File: src/hw/nrf_pkg.sv
// nrf24l01 command codes, register map, setup values, status flags and transaction types
package nrf_pkg;

	localparam int LEVEL_W = 8;                       // fifo fill level width

	localparam logic [7:0] CMD_W_REGISTER  = 8'h20;   // or'd with register address
	localparam logic [7:0] CMD_RD_RX_PLOAD = 8'h61;
	localparam logic [7:0] CMD_WR_TX_PLOAD = 8'hA0;
	localparam logic [7:0] CMD_FLUSH_TX    = 8'hE1;
	localparam logic [7:0] CMD_FLUSH_RX    = 8'hE2;
	localparam logic [7:0] CMD_NOP         = 8'hFF;   // clocked out while reading

	localparam logic [7:0] REG_CONFIG     = 8'h00;
	localparam logic [7:0] REG_EN_AA      = 8'h01;
	localparam logic [7:0] REG_EN_RXADDR  = 8'h02;
	localparam logic [7:0] REG_SETUP_RETR = 8'h04;
	localparam logic [7:0] REG_RF_CH      = 8'h05;
	localparam logic [7:0] REG_RF_SETUP   = 8'h06;
	localparam logic [7:0] REG_STATUS     = 8'h07;
	localparam logic [7:0] REG_RX_ADDR_P0 = 8'h0A;
	localparam logic [7:0] REG_TX_ADDR    = 8'h10;
	localparam logic [7:0] REG_RX_PW_P0   = 8'h11;

	localparam int ADDR_BYTES = 5;
	localparam logic [0:ADDR_BYTES-1][7:0] NODE_ADDR = {8'h34, 8'h43, 8'h10, 8'h10, 8'h01};

	localparam logic [7:0] RF_CHANNEL   = 8'd40;
	localparam logic [7:0] CONFIG_RX    = 8'h1F;      // pwr up, crc16, prim_rx
	localparam logic [7:0] CONFIG_TX    = 8'h1E;
	localparam logic [7:0] RF_SETUP_VAL = 8'h0F;      // 2 mbps, 0 dbm, lna on

	localparam logic [7:0] STATUS_TX_DS  = 8'h20;
	localparam logic [7:0] STATUS_RX_DR  = 8'h40;
	localparam logic [7:0] STATUS_MAX_RT = 8'h10;
	localparam logic [7:0] STATUS_CLEAR  = STATUS_TX_DS | STATUS_RX_DR | STATUS_MAX_RT;

	// where the data bytes of a transaction come from
	typedef enum logic [1:0] {
		SRC_FIXED,                                    // repeat data field
		SRC_ADDR,                                     // node address bytes
		SRC_TXQ,                                      // tx payload fifo
		SRC_READ                                      // send nop, keep replies
	} nrf_src_e;

	typedef struct packed {
		logic [7:0] opcode;
		logic [5:0] len;                              // data bytes after opcode
		nrf_src_e   src;
		logic [7:0] data;
	} nrf_txn_t;

	typedef struct packed {
		logic [7:0] data;
		logic       last;                             // final byte of a payload
	} nrf_rx_t;

endpackage

File: src/hw/nrf_fifo.sv
// first-word-fall-through fifo with a typed entry and fill level
`timescale 1ns/1ns

module nrf_fifo import nrf_pkg::*; #(
	parameter type entry_t = logic [7:0],
	parameter int  DEPTH   = 16
) (
	input  logic               CLK,
	input  logic               RSTn,
	input  logic               in_valid,
	output logic               in_ready,
	input  entry_t             in_data,
	output logic               out_valid,
	input  logic               out_ready,
	output entry_t             out_data,
	output logic [LEVEL_W-1:0] level
);

	localparam int PTR_W = (DEPTH > 1) ? $clog2(DEPTH) : 1;

	entry_t             mem [DEPTH];
	logic [PTR_W-1:0]   wr_ptr;
	logic [PTR_W-1:0]   rd_ptr;
	logic [LEVEL_W-1:0] count;
	logic               push;
	logic               pop;

	function automatic logic [PTR_W-1:0] next_ptr(input logic [PTR_W-1:0] p);
		return (p == PTR_W'(DEPTH - 1)) ? '0 : p + 1'b1;    // wrap for any depth
	endfunction

	assign in_ready  = (count != LEVEL_W'(DEPTH));
	assign out_valid = (count != '0);
	assign out_data  = mem[rd_ptr];                        // head is always visible
	assign push      = in_valid & in_ready;
	assign pop       = out_valid & out_ready;
	assign level     = count;

	always_ff @(posedge CLK) begin
		if (push) begin
			mem[wr_ptr] <= in_data;
		end
	end

	always_ff @(posedge CLK or negedge RSTn) begin
		if (!RSTn) begin
			wr_ptr <= '0;
			rd_ptr <= '0;
			count  <= '0;
		end else begin
			if (push) begin
				wr_ptr <= next_ptr(wr_ptr);
			end
			if (pop) begin
				rd_ptr <= next_ptr(rd_ptr);
			end
			case ({push, pop})
				2'b10:   count <= count + 1'b1;
				2'b01:   count <= count - 1'b1;
				default: count <= count;                   // both or neither
			endcase
		end
	end

endmodule

File: src/hw/nrf_sequencer.sv
// radio control fsm with setup, transmit, interrupt and receive phases, irq edge and ce timing
`timescale 1ns/1ns

module nrf_sequencer import nrf_pkg::*; #(
	parameter int PAYLOAD_BYTES  = 32,
	parameter int CE_HOLD_CYCLES = 50
) (
	input  logic               CLK,
	input  logic               RSTn,
	input  logic               IRQ,
	output logic               CE,
	output logic               cmd_valid,
	input  logic               cmd_ready,
	output nrf_txn_t           cmd_data,
	input  logic               txn_done,
	input  logic [7:0]         status,
	input  logic [LEVEL_W-1:0] tx_level
);

	localparam int         HOLD_W    = $clog2(CE_HOLD_CYCLES + 1);
	localparam logic [5:0] PLD_LEN   = 6'(PAYLOAD_BYTES);
	localparam logic [7:0] PLD_BYTE  = 8'(PAYLOAD_BYTES);
	localparam logic [LEVEL_W-1:0] PLD_LEVEL = LEVEL_W'(PAYLOAD_BYTES);

	typedef enum logic [2:0] {SETUP, LISTEN, SEND, CE_PULSE, INTR, REACT} seq_state_e;

	seq_state_e        st;
	logic [3:0]        step;          // commands pushed in this phase
	logic [3:0]        n_cmds;        // commands the phase has
	logic [5:0]        pend;          // pushed but not yet done
	logic [HOLD_W-1:0] hold_cnt;
	logic              irq_q;
	logic              irq_fall;
	logic [7:0]        irq_status;
	logic              push;
	logic              drained;
	logic              phase_end;

	function automatic nrf_txn_t mk_txn(input logic [7:0] opcode, input logic [5:0] len,
			input nrf_src_e src, input logic [7:0] data);
		nrf_txn_t t;
		t.opcode = opcode;
		t.len    = len;
		t.src    = src;
		t.data   = data;
		return t;
	endfunction

	function automatic nrf_txn_t wr_reg(input logic [7:0] addr, input logic [7:0] val);
		return mk_txn(CMD_W_REGISTER | addr, 6'd1, SRC_FIXED, val);
	endfunction

	// command table, indexed by phase and step
	always_comb begin
		n_cmds   = 4'd0;
		cmd_data = mk_txn(CMD_NOP, 6'd0, SRC_FIXED, 8'h00);
		case (st)
			SETUP: begin
				n_cmds = 4'd12;
				case (step)
					4'd0:  cmd_data = mk_txn(CMD_W_REGISTER | REG_RX_ADDR_P0,
							6'(ADDR_BYTES), SRC_ADDR, 8'h00);
					4'd1:  cmd_data = mk_txn(CMD_W_REGISTER | REG_TX_ADDR,
							6'(ADDR_BYTES), SRC_ADDR, 8'h00);
					4'd2:  cmd_data = wr_reg(REG_EN_AA, 8'h00);          // no auto ack
					4'd3:  cmd_data = wr_reg(REG_EN_RXADDR, 8'h01);      // pipe 0 only
					4'd4:  cmd_data = wr_reg(REG_SETUP_RETR, 8'h00);     // no retransmit
					4'd5:  cmd_data = wr_reg(REG_RF_CH, RF_CHANNEL);
					4'd6:  cmd_data = wr_reg(REG_RF_SETUP, RF_SETUP_VAL);
					4'd7:  cmd_data = wr_reg(REG_STATUS, STATUS_CLEAR);
					4'd8:  cmd_data = mk_txn(CMD_FLUSH_RX, 6'd0, SRC_FIXED, 8'h00);
					4'd9:  cmd_data = mk_txn(CMD_FLUSH_TX, 6'd0, SRC_FIXED, 8'h00);
					4'd10: cmd_data = wr_reg(REG_RX_PW_P0, PLD_BYTE);
					default: cmd_data = wr_reg(REG_CONFIG, CONFIG_RX);
				endcase
			end
			SEND: begin
				n_cmds   = 4'd2;
				cmd_data = (step == 4'd0) ? wr_reg(REG_CONFIG, CONFIG_TX)
						: mk_txn(CMD_WR_TX_PLOAD, PLD_LEN, SRC_TXQ, 8'h00);
			end
			INTR: begin
				n_cmds   = 4'd1;
				cmd_data = wr_reg(REG_STATUS, STATUS_CLEAR);
			end
			REACT: begin
				if ((irq_status & STATUS_TX_DS) != 8'h00) begin     // sent, back to rx
					n_cmds   = 4'd2;
					cmd_data = (step == 4'd0) ? mk_txn(CMD_FLUSH_TX, 6'd0, SRC_FIXED, 8'h00)
							: wr_reg(REG_CONFIG, CONFIG_RX);
				end else if ((irq_status & STATUS_RX_DR) != 8'h00) begin
					n_cmds   = 4'd2;
					cmd_data = (step == 4'd0) ? mk_txn(CMD_RD_RX_PLOAD, PLD_LEN, SRC_READ, 8'h00)
							: mk_txn(CMD_FLUSH_RX, 6'd0, SRC_FIXED, 8'h00);
				end
			end
			default: n_cmds = 4'd0;
		endcase
	end

	assign cmd_valid = (step < n_cmds);
	assign push      = cmd_valid & cmd_ready;
	assign drained   = (pend == {5'd0, txn_done});   // last one finishing now
	assign phase_end = (step == n_cmds) && drained;

	always_ff @(posedge CLK) begin
		if (st == INTR && phase_end) begin
			irq_status <= status;                     // reply to the status clear
		end
	end

	always_ff @(posedge CLK or negedge RSTn) begin
		if (!RSTn) begin
			st       <= SETUP;
			step     <= '0;
			pend     <= '0;
			CE       <= 1'b0;
			hold_cnt <= '0;
			irq_q    <= 1'b1;
			irq_fall <= 1'b0;
		end else begin
			irq_q    <= IRQ;
			irq_fall <= irq_q & ~IRQ;
			case ({push, txn_done})
				2'b10:   pend <= pend + 1'b1;
				2'b01:   pend <= pend - 1'b1;
				default: pend <= pend;
			endcase
			if (push) begin
				step <= step + 1'b1;
			end
			case (st)
				SETUP: begin
					if (phase_end) begin
						st <= LISTEN;
						CE <= 1'b1;                   // start listening
					end
				end
				LISTEN: begin
					if (irq_fall) begin
						st   <= INTR;
						step <= '0;
					end else if (tx_level >= PLD_LEVEL) begin
						st   <= SEND;
						step <= '0;
						CE   <= 1'b0;
					end
				end
				SEND: begin
					if (phase_end) begin
						st       <= CE_PULSE;
						CE       <= 1'b1;
						hold_cnt <= HOLD_W'(CE_HOLD_CYCLES - 1);
					end
				end
				CE_PULSE: begin
					if (hold_cnt == '0) begin
						st <= LISTEN;
						CE <= 1'b0;
					end else begin
						hold_cnt <= hold_cnt - 1'b1;
					end
				end
				INTR: begin
					if (phase_end) begin
						st   <= REACT;
						step <= '0;
					end
				end
				default: begin
					if (phase_end) begin
						st <= LISTEN;
						if ((irq_status & STATUS_TX_DS) != 8'h00) begin
							CE <= 1'b1;
						end
					end
				end
			endcase
		end
	end

endmodule

File: src/hw/nrf_top.sv
// nrf24l01 controller top with sequencer, command, tx and rx fifos and transaction engine
`timescale 1ns/1ns

module nrf_top import nrf_pkg::*; #(
	parameter int PAYLOAD_BYTES  = 32,
	parameter int CE_HOLD_CYCLES = 50,
	parameter int CMD_DEPTH      = 16,
	parameter int TXQ_DEPTH      = 64,
	parameter int RXQ_DEPTH      = 16
) (
	input  logic       CLK,
	input  logic       RSTn,
	input  logic       IRQ,
	output logic       CE,
	output logic       CSN,
	input  logic       tx_valid,
	output logic       tx_ready,
	input  logic [7:0] tx_data,
	output logic       rx_valid,
	input  logic       rx_ready,
	output nrf_rx_t    rx_data,
	output logic       spi_valid,
	input  logic       spi_ready,
	output logic [7:0] spi_data,
	input  logic       spi_rx_valid,
	input  logic [7:0] spi_rx_data
);

	nrf_txn_t           cmd_data;
	logic               cmd_valid;
	logic               cmd_ready;
	nrf_txn_t           txn_data;
	logic               txn_valid;
	logic               txn_ready;
	logic               txq_valid;
	logic               txq_ready;
	logic [7:0]         txq_data;
	logic [LEVEL_W-1:0] tx_level;
	nrf_rx_t            rxq_data;
	logic               rxq_valid;
	logic               rxq_ready;
	logic               txn_done;
	logic [7:0]         status;

	nrf_sequencer #(
		.PAYLOAD_BYTES(PAYLOAD_BYTES),
		.CE_HOLD_CYCLES(CE_HOLD_CYCLES)
	) u_seq (
		.CLK(CLK), .RSTn(RSTn), .IRQ(IRQ), .CE(CE),
		.cmd_valid(cmd_valid), .cmd_ready(cmd_ready), .cmd_data(cmd_data),
		.txn_done(txn_done), .status(status), .tx_level(tx_level)
	);

	nrf_fifo #(.entry_t(nrf_txn_t), .DEPTH(CMD_DEPTH)) u_cmd_fifo (   // radio transactions
		.CLK(CLK), .RSTn(RSTn),
		.in_valid(cmd_valid), .in_ready(cmd_ready), .in_data(cmd_data),
		.out_valid(txn_valid), .out_ready(txn_ready), .out_data(txn_data),
		.level()
	);

	nrf_fifo #(.entry_t(logic [7:0]), .DEPTH(TXQ_DEPTH)) u_tx_fifo (  // host payload bytes
		.CLK(CLK), .RSTn(RSTn),
		.in_valid(tx_valid), .in_ready(tx_ready), .in_data(tx_data),
		.out_valid(txq_valid), .out_ready(txq_ready), .out_data(txq_data),
		.level(tx_level)
	);

	nrf_fifo #(.entry_t(nrf_rx_t), .DEPTH(RXQ_DEPTH)) u_rx_fifo (     // received payload
		.CLK(CLK), .RSTn(RSTn),
		.in_valid(rxq_valid), .in_ready(rxq_ready), .in_data(rxq_data),
		.out_valid(rx_valid), .out_ready(rx_ready), .out_data(rx_data),
		.level()
	);

	nrf_txn_engine #(.PAYLOAD_BYTES(PAYLOAD_BYTES)) u_engine (
		.CLK(CLK), .RSTn(RSTn),
		.txn_valid(txn_valid), .txn_ready(txn_ready), .txn_data(txn_data),
		.txq_valid(txq_valid), .txq_ready(txq_ready), .txq_data(txq_data),
		.rxq_valid(rxq_valid), .rxq_ready(rxq_ready), .rxq_data(rxq_data),
		.spi_valid(spi_valid), .spi_ready(spi_ready), .spi_data(spi_data),
		.spi_rx_valid(spi_rx_valid), .spi_rx_data(spi_rx_data),
		.CSN(CSN), .txn_done(txn_done), .status(status)
	);

endmodule

File: src/hw/nrf_txn_engine.sv
// spi transaction engine with opcode and data bytes, status capture and read data routing
`timescale 1ns/1ns

module nrf_txn_engine import nrf_pkg::*; #(
	parameter int PAYLOAD_BYTES = 32
) (
	input  logic       CLK,
	input  logic       RSTn,
	input  logic       txn_valid,
	output logic       txn_ready,
	input  nrf_txn_t   txn_data,
	input  logic       txq_valid,
	output logic       txq_ready,
	input  logic [7:0] txq_data,
	output logic       rxq_valid,
	input  logic       rxq_ready,
	output nrf_rx_t    rxq_data,
	output logic       spi_valid,
	input  logic       spi_ready,
	output logic [7:0] spi_data,
	input  logic       spi_rx_valid,
	input  logic [7:0] spi_rx_data,
	output logic       CSN,
	output logic       txn_done,
	output logic [7:0] status
);

	localparam logic [5:0] MAX_LEN = 6'(PAYLOAD_BYTES);

	typedef enum logic [1:0] {E_IDLE, E_SEND, E_WAIT} eng_state_e;

	eng_state_e st;
	nrf_txn_t   txn_q;
	logic [5:0] len_in;
	logic [5:0] len_q;
	logic [5:0] cnt;                // 0 is the opcode byte
	logic [2:0] addr_idx;
	logic       data_phase;
	logic       is_pld;
	logic       src_ok;
	logic       accept;

	// payload sources never run past the radio payload width
	assign is_pld = (txn_data.src == SRC_TXQ) || (txn_data.src == SRC_READ);
	assign len_in = (is_pld && txn_data.len > MAX_LEN) ? MAX_LEN : txn_data.len;

	assign txn_ready  = (st == E_IDLE);
	assign data_phase = (cnt != 6'd0);
	assign addr_idx   = cnt[2:0] - 3'd1;

	always_comb begin
		src_ok = 1'b1;
		if (data_phase) begin
			if (txn_q.src == SRC_TXQ) begin
				src_ok = txq_valid;           // wait for payload byte
			end else if (txn_q.src == SRC_READ) begin
				src_ok = rxq_ready;           // room for the reply
			end
		end
	end

	always_comb begin
		if (!data_phase) begin
			spi_data = txn_q.opcode;
		end else begin
			case (txn_q.src)
				SRC_FIXED: spi_data = txn_q.data;
				SRC_ADDR:  spi_data = NODE_ADDR[addr_idx];
				SRC_TXQ:   spi_data = txq_data;
				default:   spi_data = CMD_NOP;
			endcase
		end
	end

	assign spi_valid = (st == E_SEND) && src_ok;
	assign accept    = spi_valid & spi_ready;
	assign txq_ready = accept && data_phase && (txn_q.src == SRC_TXQ);

	assign rxq_valid     = (st == E_WAIT) && spi_rx_valid && data_phase && (txn_q.src == SRC_READ);
	assign rxq_data.data = spi_rx_data;
	assign rxq_data.last = (cnt == len_q);

	always_ff @(posedge CLK) begin
		if (txn_valid && txn_ready) begin
			txn_q <= txn_data;
			len_q <= len_in;
		end
		if (st == E_WAIT && spi_rx_valid && !data_phase) begin
			status <= spi_rx_data;            // first reply is the status register
		end
	end

	always_ff @(posedge CLK or negedge RSTn) begin
		if (!RSTn) begin
			st       <= E_IDLE;
			cnt      <= '0;
			CSN      <= 1'b1;
			txn_done <= 1'b0;
		end else begin
			txn_done <= 1'b0;
			case (st)
				E_IDLE: begin
					if (txn_valid) begin
						st  <= E_SEND;
						cnt <= '0;
						CSN <= 1'b0;
					end
				end
				E_SEND: begin
					if (accept) begin
						st <= E_WAIT;
					end
				end
				default: begin
					if (spi_rx_valid) begin
						if (cnt == len_q) begin
							st       <= E_IDLE;
							CSN      <= 1'b1;
							txn_done <= 1'b1;
						end else begin
							st  <= E_SEND;
							cnt <= cnt + 1'b1;
						end
					end
				end
			endcase
		end
	end

endmodule
File: config.mk
export PLATFORM = sky130hd
export DESIGN_NAME = nrf_top
export DESIGN_NICKNAME = d
export VERILOG_FILES = /design/src/hw/nrf_pkg.sv /design/src/hw/nrf_fifo.sv /design/src/hw/nrf_sequencer.sv /design/src/hw/nrf_top.sv /design/src/hw/nrf_txn_engine.sv
export SDC_FILE = /design/constraint.sdc
export NUM_CORES = 1
export LEC_CHECK = 0
export BUFFER_PORTS_ARGS = -buffer_cell sky130_fd_sc_hd__buf_2
export CAP_MARGIN = 20
export CORE_ASPECT_RATIO = 0.5
export CORE_MARGIN = 8
export CORE_UTILIZATION = 65
export CTS_BUF_LIST = sky130_fd_sc_hd__clkbuf_4
export CTS_CLUSTER_SIZE = 12
export DETAILED_ROUTE_END_ITERATION = 8
export PLACE_DENSITY = 0.9
export SYNTH_ARGS = -nofsm -noshare
export SYNTH_HDL_FRONTEND = slang
export SYNTH_HIERARCHICAL = 1
export SYNTH_SLANG_ARGS = --single-unit
File: constraint.sdc
create_clock -name CLK -period 8.98 [get_ports CLK]
set_clock_uncertainty 0.1 [all_clocks]
set_input_delay 0.449 -clock CLK [delete_from_list [all_inputs] [get_ports CLK]]
set_output_delay 0.449 -clock CLK [all_outputs]
set_load 0.1 [all_outputs]
Word level (Yosys, flattened, before mapping)
Memory sizes are Yosys's and may differ from the RTL's.
Index checks and enable logic that the tools add are counted.
Widths: inputs -> output; s select.
{"block": "word_totals", "n_memories": 5, "regBits": 122, "mem_bits_rw": 1040, "word_cells": 218, "output_inout_bits": 22, "input_bits": 23, "rom_bits": 336}
{"memory": "u_tx_fifo.mem", "words": 64, "word_bits": 8, "read_ports": 1, "rd_ports_with_merged_regs": 0, "wr": 1, "line": "nrf_fifo.sv:21", "source": "entry_t mem [DEPTH];"}
{"memory": "u_cmd_fifo.mem", "words": 16, "word_bits": 24, "read_ports": 1, "rd_ports_with_merged_regs": 0, "wr": 1, "line": "nrf_fifo.sv:21"}
{"memory": "(no name shown)", "words": 16, "word_bits": 17, "read_ports": 1, "rd_ports_with_merged_regs": 0, "wr": 0, "line": "nrf_sequencer.sv:60", "source": "case (step)"}
{"memory": "u_rx_fifo.mem", "words": 16, "word_bits": 9, "read_ports": 1, "rd_ports_with_merged_regs": 0, "wr": 1, "line": "nrf_fifo.sv:21"}
{"memory": "(no name shown)", "words": 8, "word_bits": 8, "read_ports": 1, "rd_ports_with_merged_regs": 0, "wr": 0, "line": "nrf_txn_engine.sv:68", "source": "SRC_ADDR: spi_data = NODE_ADDR[addr_idx];"}
{"block": "classes", "n_reduce_logical": 40, "muxes": 70, "n_eq_ne": 43, "addsub": 18, "order_cmp": 4, "bitwise_logic": 12}
{"op": "$mux 24", "n": 5}
{"op": "$pmux 24 s4", "n": 1}
{"op": "$pmux 8 s2", "n": 3}
{"op": "$mux 6", "n": 7}
{"op": "$pmux 6 s2", "n": 3}
{"op": "$mux 4", "n": 8}
{"op": "$add 6x1->6 const B", "n": 4}
{"op": "$add 8x1->8 const B", "n": 3}
{"op": "$mux 8", "n": 3}
{"op": "$pmux 8 s3", "n": 1}
{"op": "$reduce_bool 8->1", "n": 3}
{"op": "$sub 8x1->8 const B", "n": 3}
{"op": "$mux 1", "n": 22}
{"op": "$add 4x1->4 const B", "n": 5}
{"op": "$eq 2x2->1 const B", "n": 9}
{"op": "$mux 3", "n": 6}
{"op": "$eq 4x4->1 const B", "n": 4}
{"op": "$ne 8x5->1 const B", "n": 2}
{"op": "$pmux 4 s4", "n": 1}
{"op": "$ne 2x1->1 const B", "n": 7}
{"op": "$reduce_bool 2->1", "n": 7}
{"op": "$eq 2x1->1 const B", "n": 6}
{"op": "$eq 6x6->1 const B", "n": 2}
{"op": "$pmux 3 s4", "n": 1}
{"op": "38 further kinds", "n": 71}

Depth between registers and ports, before layout
Gate-level depths: netlist of run 1.
{"block": "logic_depth", "word_depth": 11, "ltp_mapped": 19, "depth_no_buf": 17}

Hierarchy
Netlist of run 1, hierarchy kept.
{"mod": "nrf_fifo at u_tx_fifo", "cells_each": 1066, "seq_area_each_um2": 15875.2, "area_per_inst_um2": 21121.5, "n_inst": 1}
{"mod": "nrf_fifo at u_cmd_fifo", "cells_each": 853, "seq_area_each_um2": 11931.4, "area_per_inst_um2": 15965.3, "n_inst": 1}
{"mod": "nrf_fifo at u_rx_fifo", "cells_each": 366, "seq_area_each_um2": 4724.5, "area_per_inst_um2": 6656.4, "n_inst": 1}
{"mod": "nrf_sequencer", "cells_each": 241, "seq_area_each_um2": 611.8, "area_per_inst_um2": 2095.8, "n_inst": 1}
{"mod": "nrf_txn_engine", "cells_each": 171, "seq_area_each_um2": 1212.4, "area_per_inst_um2": 2059.5, "n_inst": 1}

Worst setup path after synthesis of run 1
No wires, ideal clock.
{"block": "synth_path", "path_kind": "reg-to-reg", "startpoint": "register u_seq.st[1]", "endpoint": "memory u_cmd_fifo/mem[0][0] in the netlist's numbering, enable pin", "slack_ns": 4.420, "stages_incl_launch_ff": 13, "period_less_slack_ns": 4.560, "n_path_buf": 2, "t_required_ns": 8.445, "setup_time_ns": 0.435, "arrival_ns": 4.025, "path_cell_list": "dfrtp_1 > clkbuf_1 > inv_1 > nor3_1 > a21oi_1 > ha_1 > nor2b_1 > o31a_1 > nor2_1 > and2_1 > buf_2 > nand2_1 > nor3_1"}
{"block": "synth_between", "elab_chain_len": 6, "elab_cells_between_ends": 9, "cone_classes": "order compare: 1; eq/ne: 3; mux: 3; bitwise: 1; reduce/logical: 1"}
{"item": "start, declared", "line": "nrf_sequencer.sv:27", "source": "seq_state_e st;"}
{"item": "start signal, assigned", "line": "nrf_sequencer.sv:114", "source": "st <= SETUP;"}
{"item": "start signal, assigned", "line": "nrf_sequencer.sv:135", "source": "st <= LISTEN;"}
{"item": "start signal, assigned", "line": "nrf_sequencer.sv:141", "source": "st <= INTR;"}
{"item": "$eq 3x3->1 (tied with other cells)", "line": "nrf_sequencer.sv:57", "source": "case (st)"}
{"item": "$pmux 4 s4 (*)", "line": "nrf_sequencer.sv:57"}
{"item": "$lt 4x4->1 (*)", "line": "nrf_sequencer.sv:101", "source": "assign cmd_valid = (step < n_cmds);"}
{"item": "via cmd_valid", "line": "nrf_top.sv:30", "source": "logic cmd_valid;"}
{"item": "$and 1x1->1 (*)", "line": "nrf_fifo.sv:35", "source": "assign push = in_valid & in_ready;"}
{"item": "$mux 1 (*)", "line": "nrf_fifo.sv:40", "source": "if (push) begin"}
{"item": "$mux 1 (not written as such) (*)", "line": "nrf_fifo.sv:41", "source": "mem[wr_ptr] <= in_data;"}
{"item": "end, declared", "line": "nrf_fifo.sv:21"}
Mark *: on every way through the listed nets, which the timed path passes. The rest lies on a longest branch.

Final worst setup path of run 1
{"block": "layout_path", "startpoint": "register u_tx_fifo.rd_ptr[0]", "endpoint": "output port spi_data[0]"}
{"block": "layout_between", "elab_chain_len": 3}
{"item": "start, declared", "line": "nrf_fifo.sv:23", "source": "logic [PTR_W-1:0] rd_ptr;"}
{"item": "start signal, assigned", "line": "nrf_fifo.sv:55", "source": "rd_ptr <= next_ptr(rd_ptr);"}
{"item": "$mem_v2 64x8"}
{"item": "via txq_data[0]", "line": "nrf_top.sv:37", "source": "logic [7:0] txq_data;"}
{"item": "$pmux 8 s3", "line": "nrf_txn_engine.sv:66", "source": "case (txn_q.src)"}
{"item": "$mux 8", "line": "nrf_txn_engine.sv:63", "source": "if (!data_phase) begin"}
{"item": "end, declared", "line": "nrf_top.sv:24", "source": "output logic [7:0] spi_data,"}
The timed path passes the listed nets, and every way through them passes these cells.

==> flow_metrics.env, run 1 <==
export IMPL_outcome="complete, no violations"
export IMPL_ys_warn_count=6
export IMPL_maxCapViolCount=0
export IMPL_drt_met1_wl_mm=39.46
export IMPL_tightestPinTransition_ns=1.311
export IMPL_maxUsedRoutingLayer="met4"
export IMPL_die_y_um=207.6
export IMPL_initial_core_util=0.6548
export IMPL_fin_crit_sh=0.7052
export IMPL_required_ns=8.43
export IMPL_period_needed_ns=6.333
export IMPL_worst_ir_drop_vdd_uv=274.1
export IMPL_io_buffers=44
export IMPL_maxSlewHeadroom=0.1226
export IMPL_clk_latency_ns=1.07
export IMPL_swShare=0.3677
export IMPL_drt_wirelength_per_cell_um=28.81
export IMPL_finalSetupTns_ns=0
export IMPL_grt_use_total=0.2635
export IMPL_final_common_cell="edfxtp_1"
export IMPL_cts_setup_buffers=0
export IMPL_stdcell_count=4031
export IMPL_areaGrowthSynthToFinish_pct=9.190
export IMPL_layout_common_cells="edfxtp_1 (1,068), clkbuf_4 (358), mux4_2 (187), mux2i_1 (122), nor2_1 (121)"
export IMPL_grt_pass1_wl_mm=166.0
export IMPL_critPathMaxFanout=52
export IMPL_clk_root_buffer_cell="clkbuf_4"
export IMPL_dr_pass1_iters=8
export IMPL_dpl_hpwl_mm=62.47
export IMPL_drv_slew=0
export IMPL_coreArea_um2=72870
export IMPL_cellPowerDensity_nw_per_um2=324.9
export IMPL_io_pin_count=45
export IMPL_grt_max_degree=101
export IMPL_p_leak_nw=17.58
export IMPL_drc=0
export IMPL_grt_pass1_vias=27640
export IMPL_clockBufferDepth=3
export IMPL_rsz0062_at_grt="false"
export IMPL_met2_length_mm=56.40
export IMPL_postSynthCellCount=2691
export IMPL_vias=28000
export IMPL_crit_arrival_ns=5.78
export IMPL_drtAntennaViolNets=0
export IMPL_cts_clk_slew_worst_paths_ns=0.09
export IMPL_routabilityCongestion=0.8455
export IMPL_avgSynthCellArea_um2=17.73
export IMPL_drive_gt1_frac=0.2471
export IMPL_synth_area_um2=47720
export IMPL_drt_vias_per_instance=6.945
export IMPL_dp_cells=3587
export IMPL_holdWs_ns=0.1080
export IMPL_internal_power_w=0.01070
export IMPL_setup_violations=0
export IMPL_hp_class="in2reg"
export IMPL_dieArea_um2=82870
export IMPL_grt_overflow=0
export IMPL_hold_viol_final=0
export IMPL_clock_sinks=1152
export IMPL_cts_buffers=235
export IMPL_ctsResizeCount=0
export IMPL_drt_wl_total_mm=116.1
export IMPL_switching_power_w=0.006226
export IMPL_final_nets=2971
export IMPL_fmax_mhz=157.9
export IMPL_cts_htree_levels=4
export IMPL_wl_met3_mm=14.52
export IMPL_cts_tree="built"
export IMPL_antenna_found_initial=4
export IMPL_pwr_share_comb=0.331
export IMPL_crit_path_end_kind="output pin"
export IMPL_num_rows=70
export IMPL_cp_start_kind="flip-flop"
export IMPL_die_x_um=399.2
export IMPL_path_class="reg2out"
export IMPL_clockPowerShare=0.234
export IMPL_power_frac_seq=0.436
export IMPL_drt_iter0_drc=4337
power groups by stage:
stage | Clock, W | Sequential (W) | Combinational (W)
final | 0.00395 | 0.00737 | 0.00560
after global routing | 0.00423 | 0.00742 | 0.00590
after CTS | 0.00393 | 0.00735 | 0.00544
after detailed placement | 0 | 0.00746 | 0.00538
after global placement | 0 | 0.00740 | 0.00516
after floorplan | 0 | 0.00705 | 0.00439
final cells by class:
class / count / area, um2
sequential: 1152 / 34190
fill: 3945 / 20770
multi-input combinational: 1335 / 12530
clock buffer: 358 / 2688
tap: 972 / 1216
timing repair buffer: 115 / 958.4
clock inverter: 45 / 320.3
inverter: 50 / 187.7
antenna: 4 / 10.01
sequential cells by signal, indices dropped and copies added (netlist names), 8 cells and up:
name / cells
u_rx_fifo/mem: 144
u_cmd_fifo/mem: 384
u_tx_fifo/level: 8
u_tx_fifo/mem: 512
u_cmd_fifo/level: 8
u_rx_fifo/level: 8
u_engine/txn_q: 18
per-layer routing:
metal | up-vias | track usage
li1 | 11320 | -
met2 | 2431 | 0.4294
met1 | 13780 | 0.3394
met4 | 0 | 0.1091
met5 | - | 0
met3 | 465 | 0.06965
through the flow:
step	setup slack (ns)	cell area [um2]	util	power, W
after floorplan	4.420	47730	-	0.01144
after global routing	2.420	52100	0.7150	0.01754
after detailed placement	3.891	48620	0.6672	0.01284
after CTS	2.814	51790	0.7107	0.01672
after global placement	4.039	48620	0.6672	0.01255
final	2.647	52100	0.7150	0.01693
final timing paths:
check                                                start                               end  slack [ns]  depth (start not counted)
min reg2reg                   u_engine/status[6]$_DFFE_PP_     u_seq/irq_status[6]$_DFFE_PP_        0.38                          0
max                        u_tx_fifo/rd_ptr[0]$_DFFE_PN0P_                       spi_data[0]        2.65                         10
min                                             tx_data[4]     u_tx_fifo/mem[0][4]$_DFFE_PP_        0.11                          1
max reg2reg                        u_seq/st[1]$_DFFE_PN0P_   u_cmd_fifo/level[7]$_DFFE_PN0P_        4.01                         16
max in group asynchronous                             RSTn  u_cmd_fifo/rd_ptr[0]$_DFFE_PN0P_        7.70                          4
min in group asynchronous                             RSTn    u_tx_fifo/level[4]$_DFFE_PN0P_        0.33                          3
repair_timing:
action	in CTS	in global routing
hold buffers	16	8
setup endpoints to repair	0	0
endpoints found under the hold margin	235	375
critical path, cell delays in order (launching register included):
cell and delay, ns:
dfrtp_4 1.09, buf_4 0.78, mux4_2 0.59, a22oi_1 0.22, nand2_1 0.10, a2111oi_0 0.61
nor4_1 0.26, o21ai_0 0.24, o21ai_0 0.19, mux2_2 0.32, buf_2 0.31
Note: power is estimated with default switching activity, not from simulation.
==> inputs of run 2 (changes only) <==
--- a/config.mk
+++ b/config.mk
@@ -9,11 +9,11 @@
 export CAP_MARGIN = 20
 export CORE_ASPECT_RATIO = 0.5
 export CORE_MARGIN = 8
-export CORE_UTILIZATION = 65
+export CORE_UTILIZATION = 59
 export CTS_BUF_LIST = sky130_fd_sc_hd__clkbuf_4
 export CTS_CLUSTER_SIZE = 12
 export DETAILED_ROUTE_END_ITERATION = 8
-export PLACE_DENSITY = 0.9
+export PLACE_DENSITY = 0.86
 export SYNTH_ARGS = -nofsm -noshare
 export SYNTH_HDL_FRONTEND = slang
 export SYNTH_HIERARCHICAL = 1
==> constraint.sdc (replaced) <==
create_clock -name CLK -period 5.2 [get_ports CLK]
set_clock_uncertainty 0.1 [all_clocks]
set_input_delay 0.26 -clock CLK [delete_from_list [all_inputs] [get_ports CLK]]
set_output_delay 0.26 -clock CLK [all_outputs]
set_load 0.1 [all_outputs]
==> run 2 against run 1 <==
  * Clock power is 69% higher
  * Highest routed layer is now met5
  * Register-to-register slack worse by 3.4 ns
  * Cell count grew 4.4%
==> flow_metrics.env, run 2 (synthesized netlist as in run 1, its figures left out) <==
export IMPL_grt_use_total=0.2387
export IMPL_reg2reg_from="u_engine/cnt[2]$_DFFE_PN0P_"
export IMPL_grt_pass1_wl_mm=165.6
export IMPL_seq_area_um2=34190
export IMPL_r2r_end="u_tx_fifo/level[7]$_DFFE_PN0P_"
export IMPL_hp_class="in2reg"
export IMPL_io_buffers=44
export IMPL_cts_tree="built"
export IMPL_crit_arrival_ns=4.77
export IMPL_drt_wl_total_mm=114.7
export IMPL_grt_overflow=0
export IMPL_finalSetupTns_ns=0
export IMPL_fmax_mhz=195.0
export IMPL_drt_vias_per_instance=6.580
export IMPL_ff2ff_path_depth=13
export IMPL_die_y_um=217.1
export IMPL_power_w=0.02944
export IMPL_drive_gt1_frac=0.2581
export IMPL_antenna_found_initial=2
export IMPL_layout_setup_ws_ns=0.07159
export IMPL_path_class="reg2out"
export IMPL_fin_crit_sh=0.9862
export IMPL_layout_common_cells="edfxtp_1 (1,068), clkbuf_4 (356), mux4_2 (187), mux2i_1 (122), nor2_1 (121)"
export IMPL_io_pin_count=45
export IMPL_cts_htree_levels=4
export IMPL_period_needed_ns=5.128
export IMPL_routabilityCongestion=0.8732
export IMPL_holdWs_ns=0.1331
export IMPL_areaGrowthSynthToFinish_pct=10.83
export IMPL_crit_path_end_kind="output pin"
export IMPL_cp_start_kind="flip-flop"
export IMPL_clk_root_buffer_cell="clkbuf_4"
export IMPL_die_x_um=418.2
export IMPL_hold_viol_final=0
export IMPL_cts_clk_slew_worst_paths_ns=0.08
export IMPL_clockBufferDepth=3
export IMPL_dpl_hpwl_mm=63.77
export IMPL_initial_core_util=0.5984
export IMPL_cts_buffers=235
export IMPL_dp_slack_ns=0.8368
export IMPL_clk_latency_ns=1.11
export IMPL_drv_slew=0
export IMPL_hold_end="u_tx_fifo/mem[18][0]$_DFFE_PP_"
export IMPL_tightestPinTransition_ns=1.213
export IMPL_top_register="u_tx_fifo/mem"
export IMPL_largest_reg_flops=512
export IMPL_final_common_cell="edfxtp_1"
export IMPL_cellPowerDensity_nw_per_um2=556.7
export IMPL_maxSlewHeadroom=0.1880
export IMPL_multi_input_area_um2=12590
export IMPL_ff2ff_setup_slack_ns=0.65
export IMPL_fillers=4845
export IMPL_coreArea_um2=79740
export IMPL_dr_pass1_iters=7
export IMPL_dieArea_um2=90790
export IMPL_reg_top3="u_tx_fifo/mem x512, u_cmd_fifo/mem x384, u_rx_fifo/mem x144"
export IMPL_num_rows=73
export IMPL_holdCritStartpoint="tx_data[0]"
export IMPL_setup_violations=0
export IMPL_outcome="complete, no violations"
export IMPL_p_leak_nw=17.89
export IMPL_critPathMaxFanout=9
export IMPL_drtAntennaViolNets=0
export IMPL_grt_max_degree=66
export IMPL_drt_iter0_drc=4075
export IMPL_holdPathStages=2
export IMPL_required_ns=4.84
export IMPL_maxCapViolCount=0
export IMPL_drc=0
export IMPL_clock_sinks=1152
export IMPL_drt_wirelength_per_cell_um=27.27
export IMPL_vias=27680
export IMPL_grt_pass1_vias=27460
export IMPL_worst_ir_drop_vdd_uv=459.1
export IMPL_final_nets=3026
[run 2: through the flow]
step | util | instance area [um2] | cells
after floorplan | - | 47730 | 2694
after detailed placement | 0.6155 | 49080 | 3735
final | 0.6632 | 52890 | 4207
after global placement | 0.6155 | 49080 | 3735
after global routing | 0.6632 | 52890 | 4207
after CTS | 0.6595 | 52590 | 4192
[run 2: how the worst max path moves through the flow]
stage	slack [ns]	from	depth (start not counted)	endpoint
after global routing	-0.002	u_tx_fifo/rd_ptr[0]$_DFFE_PN0P_	9	spi_data[2]
after global placement	0.90	u_tx_fifo/rd_ptr[1]$_DFFE_PN0P_	9	spi_data[0]
after floorplan	0.64	u_seq/st[1]$_DFFE_PN0P_	12	u_cmd_fifo/mem[0][0]$_DFFE_PP_
final	0.07	u_tx_fifo/rd_ptr[4]$_DFFE_PN0P_	8	spi_data[0]
after CTS	0.006	u_tx_fifo/rd_ptr[0]$_DFFE_PN0P_	10	spi_data[6]
after detailed placement	0.84	u_seq/st[1]$_DFFE_PN0P_	15	u_cmd_fifo/level[7]$_DFFE_PN0P_
[run 2: what timing repair did]
item,4_1_cts,5_1_grt
gates cloned,0,0
hold buffers,39,2
endpoints found under the setup margin,8,8
pin swaps,0,1
endpoints found under the hold margin,767,13
buffers inserted,6,0
gates resized for setup,7,11
[run 2: worst max-delay path: stages, from the launching register on]
cell      delay, ns
dfrtp_1        0.65
clkinv_1       0.60
or3_1          0.54
nor4_1         0.61
nor4_2         0.21
o21ai_0        0.24
o21ai_0        0.17
mux2_2         0.34
buf_2          0.30
[run 2: cell type report]
type,count,share of cell area
Clock buffer,356,0.05053
Inverter,50,0.003549
Antenna cell,1,0.00004732
Tap cell,1087,0.02572
Clock inverter,56,0.006435
Multi-Input combinational cell,1335,0.2381
Timing Repair Buffer,170,0.02901
Sequential cell,1152,0.6466
[run 2: where the power goes]
group / internal (W) / switching, W
registers: 0.0117 / 0.000945
logic: 0.00369 / 0.00646
clock network: 0.00326 / 0.00343
total: 0.0186 / 0.0108
[run 2: routing by layer]
| metal | up-vias | part of all wire | global-route usage |
|---|---|---|---|
| li1 | 11480 | - | - |
| met1 | 13810 | 0.36 | 0.3139 |
| met2 | 2044 | 0.48 | 0.3835 |
| met3 | 349 | 0.12 | 0.06272 |
| met4 | 2 | 0.039 | 0.09772 |
| met5 | - | 0.000061 | 0 |
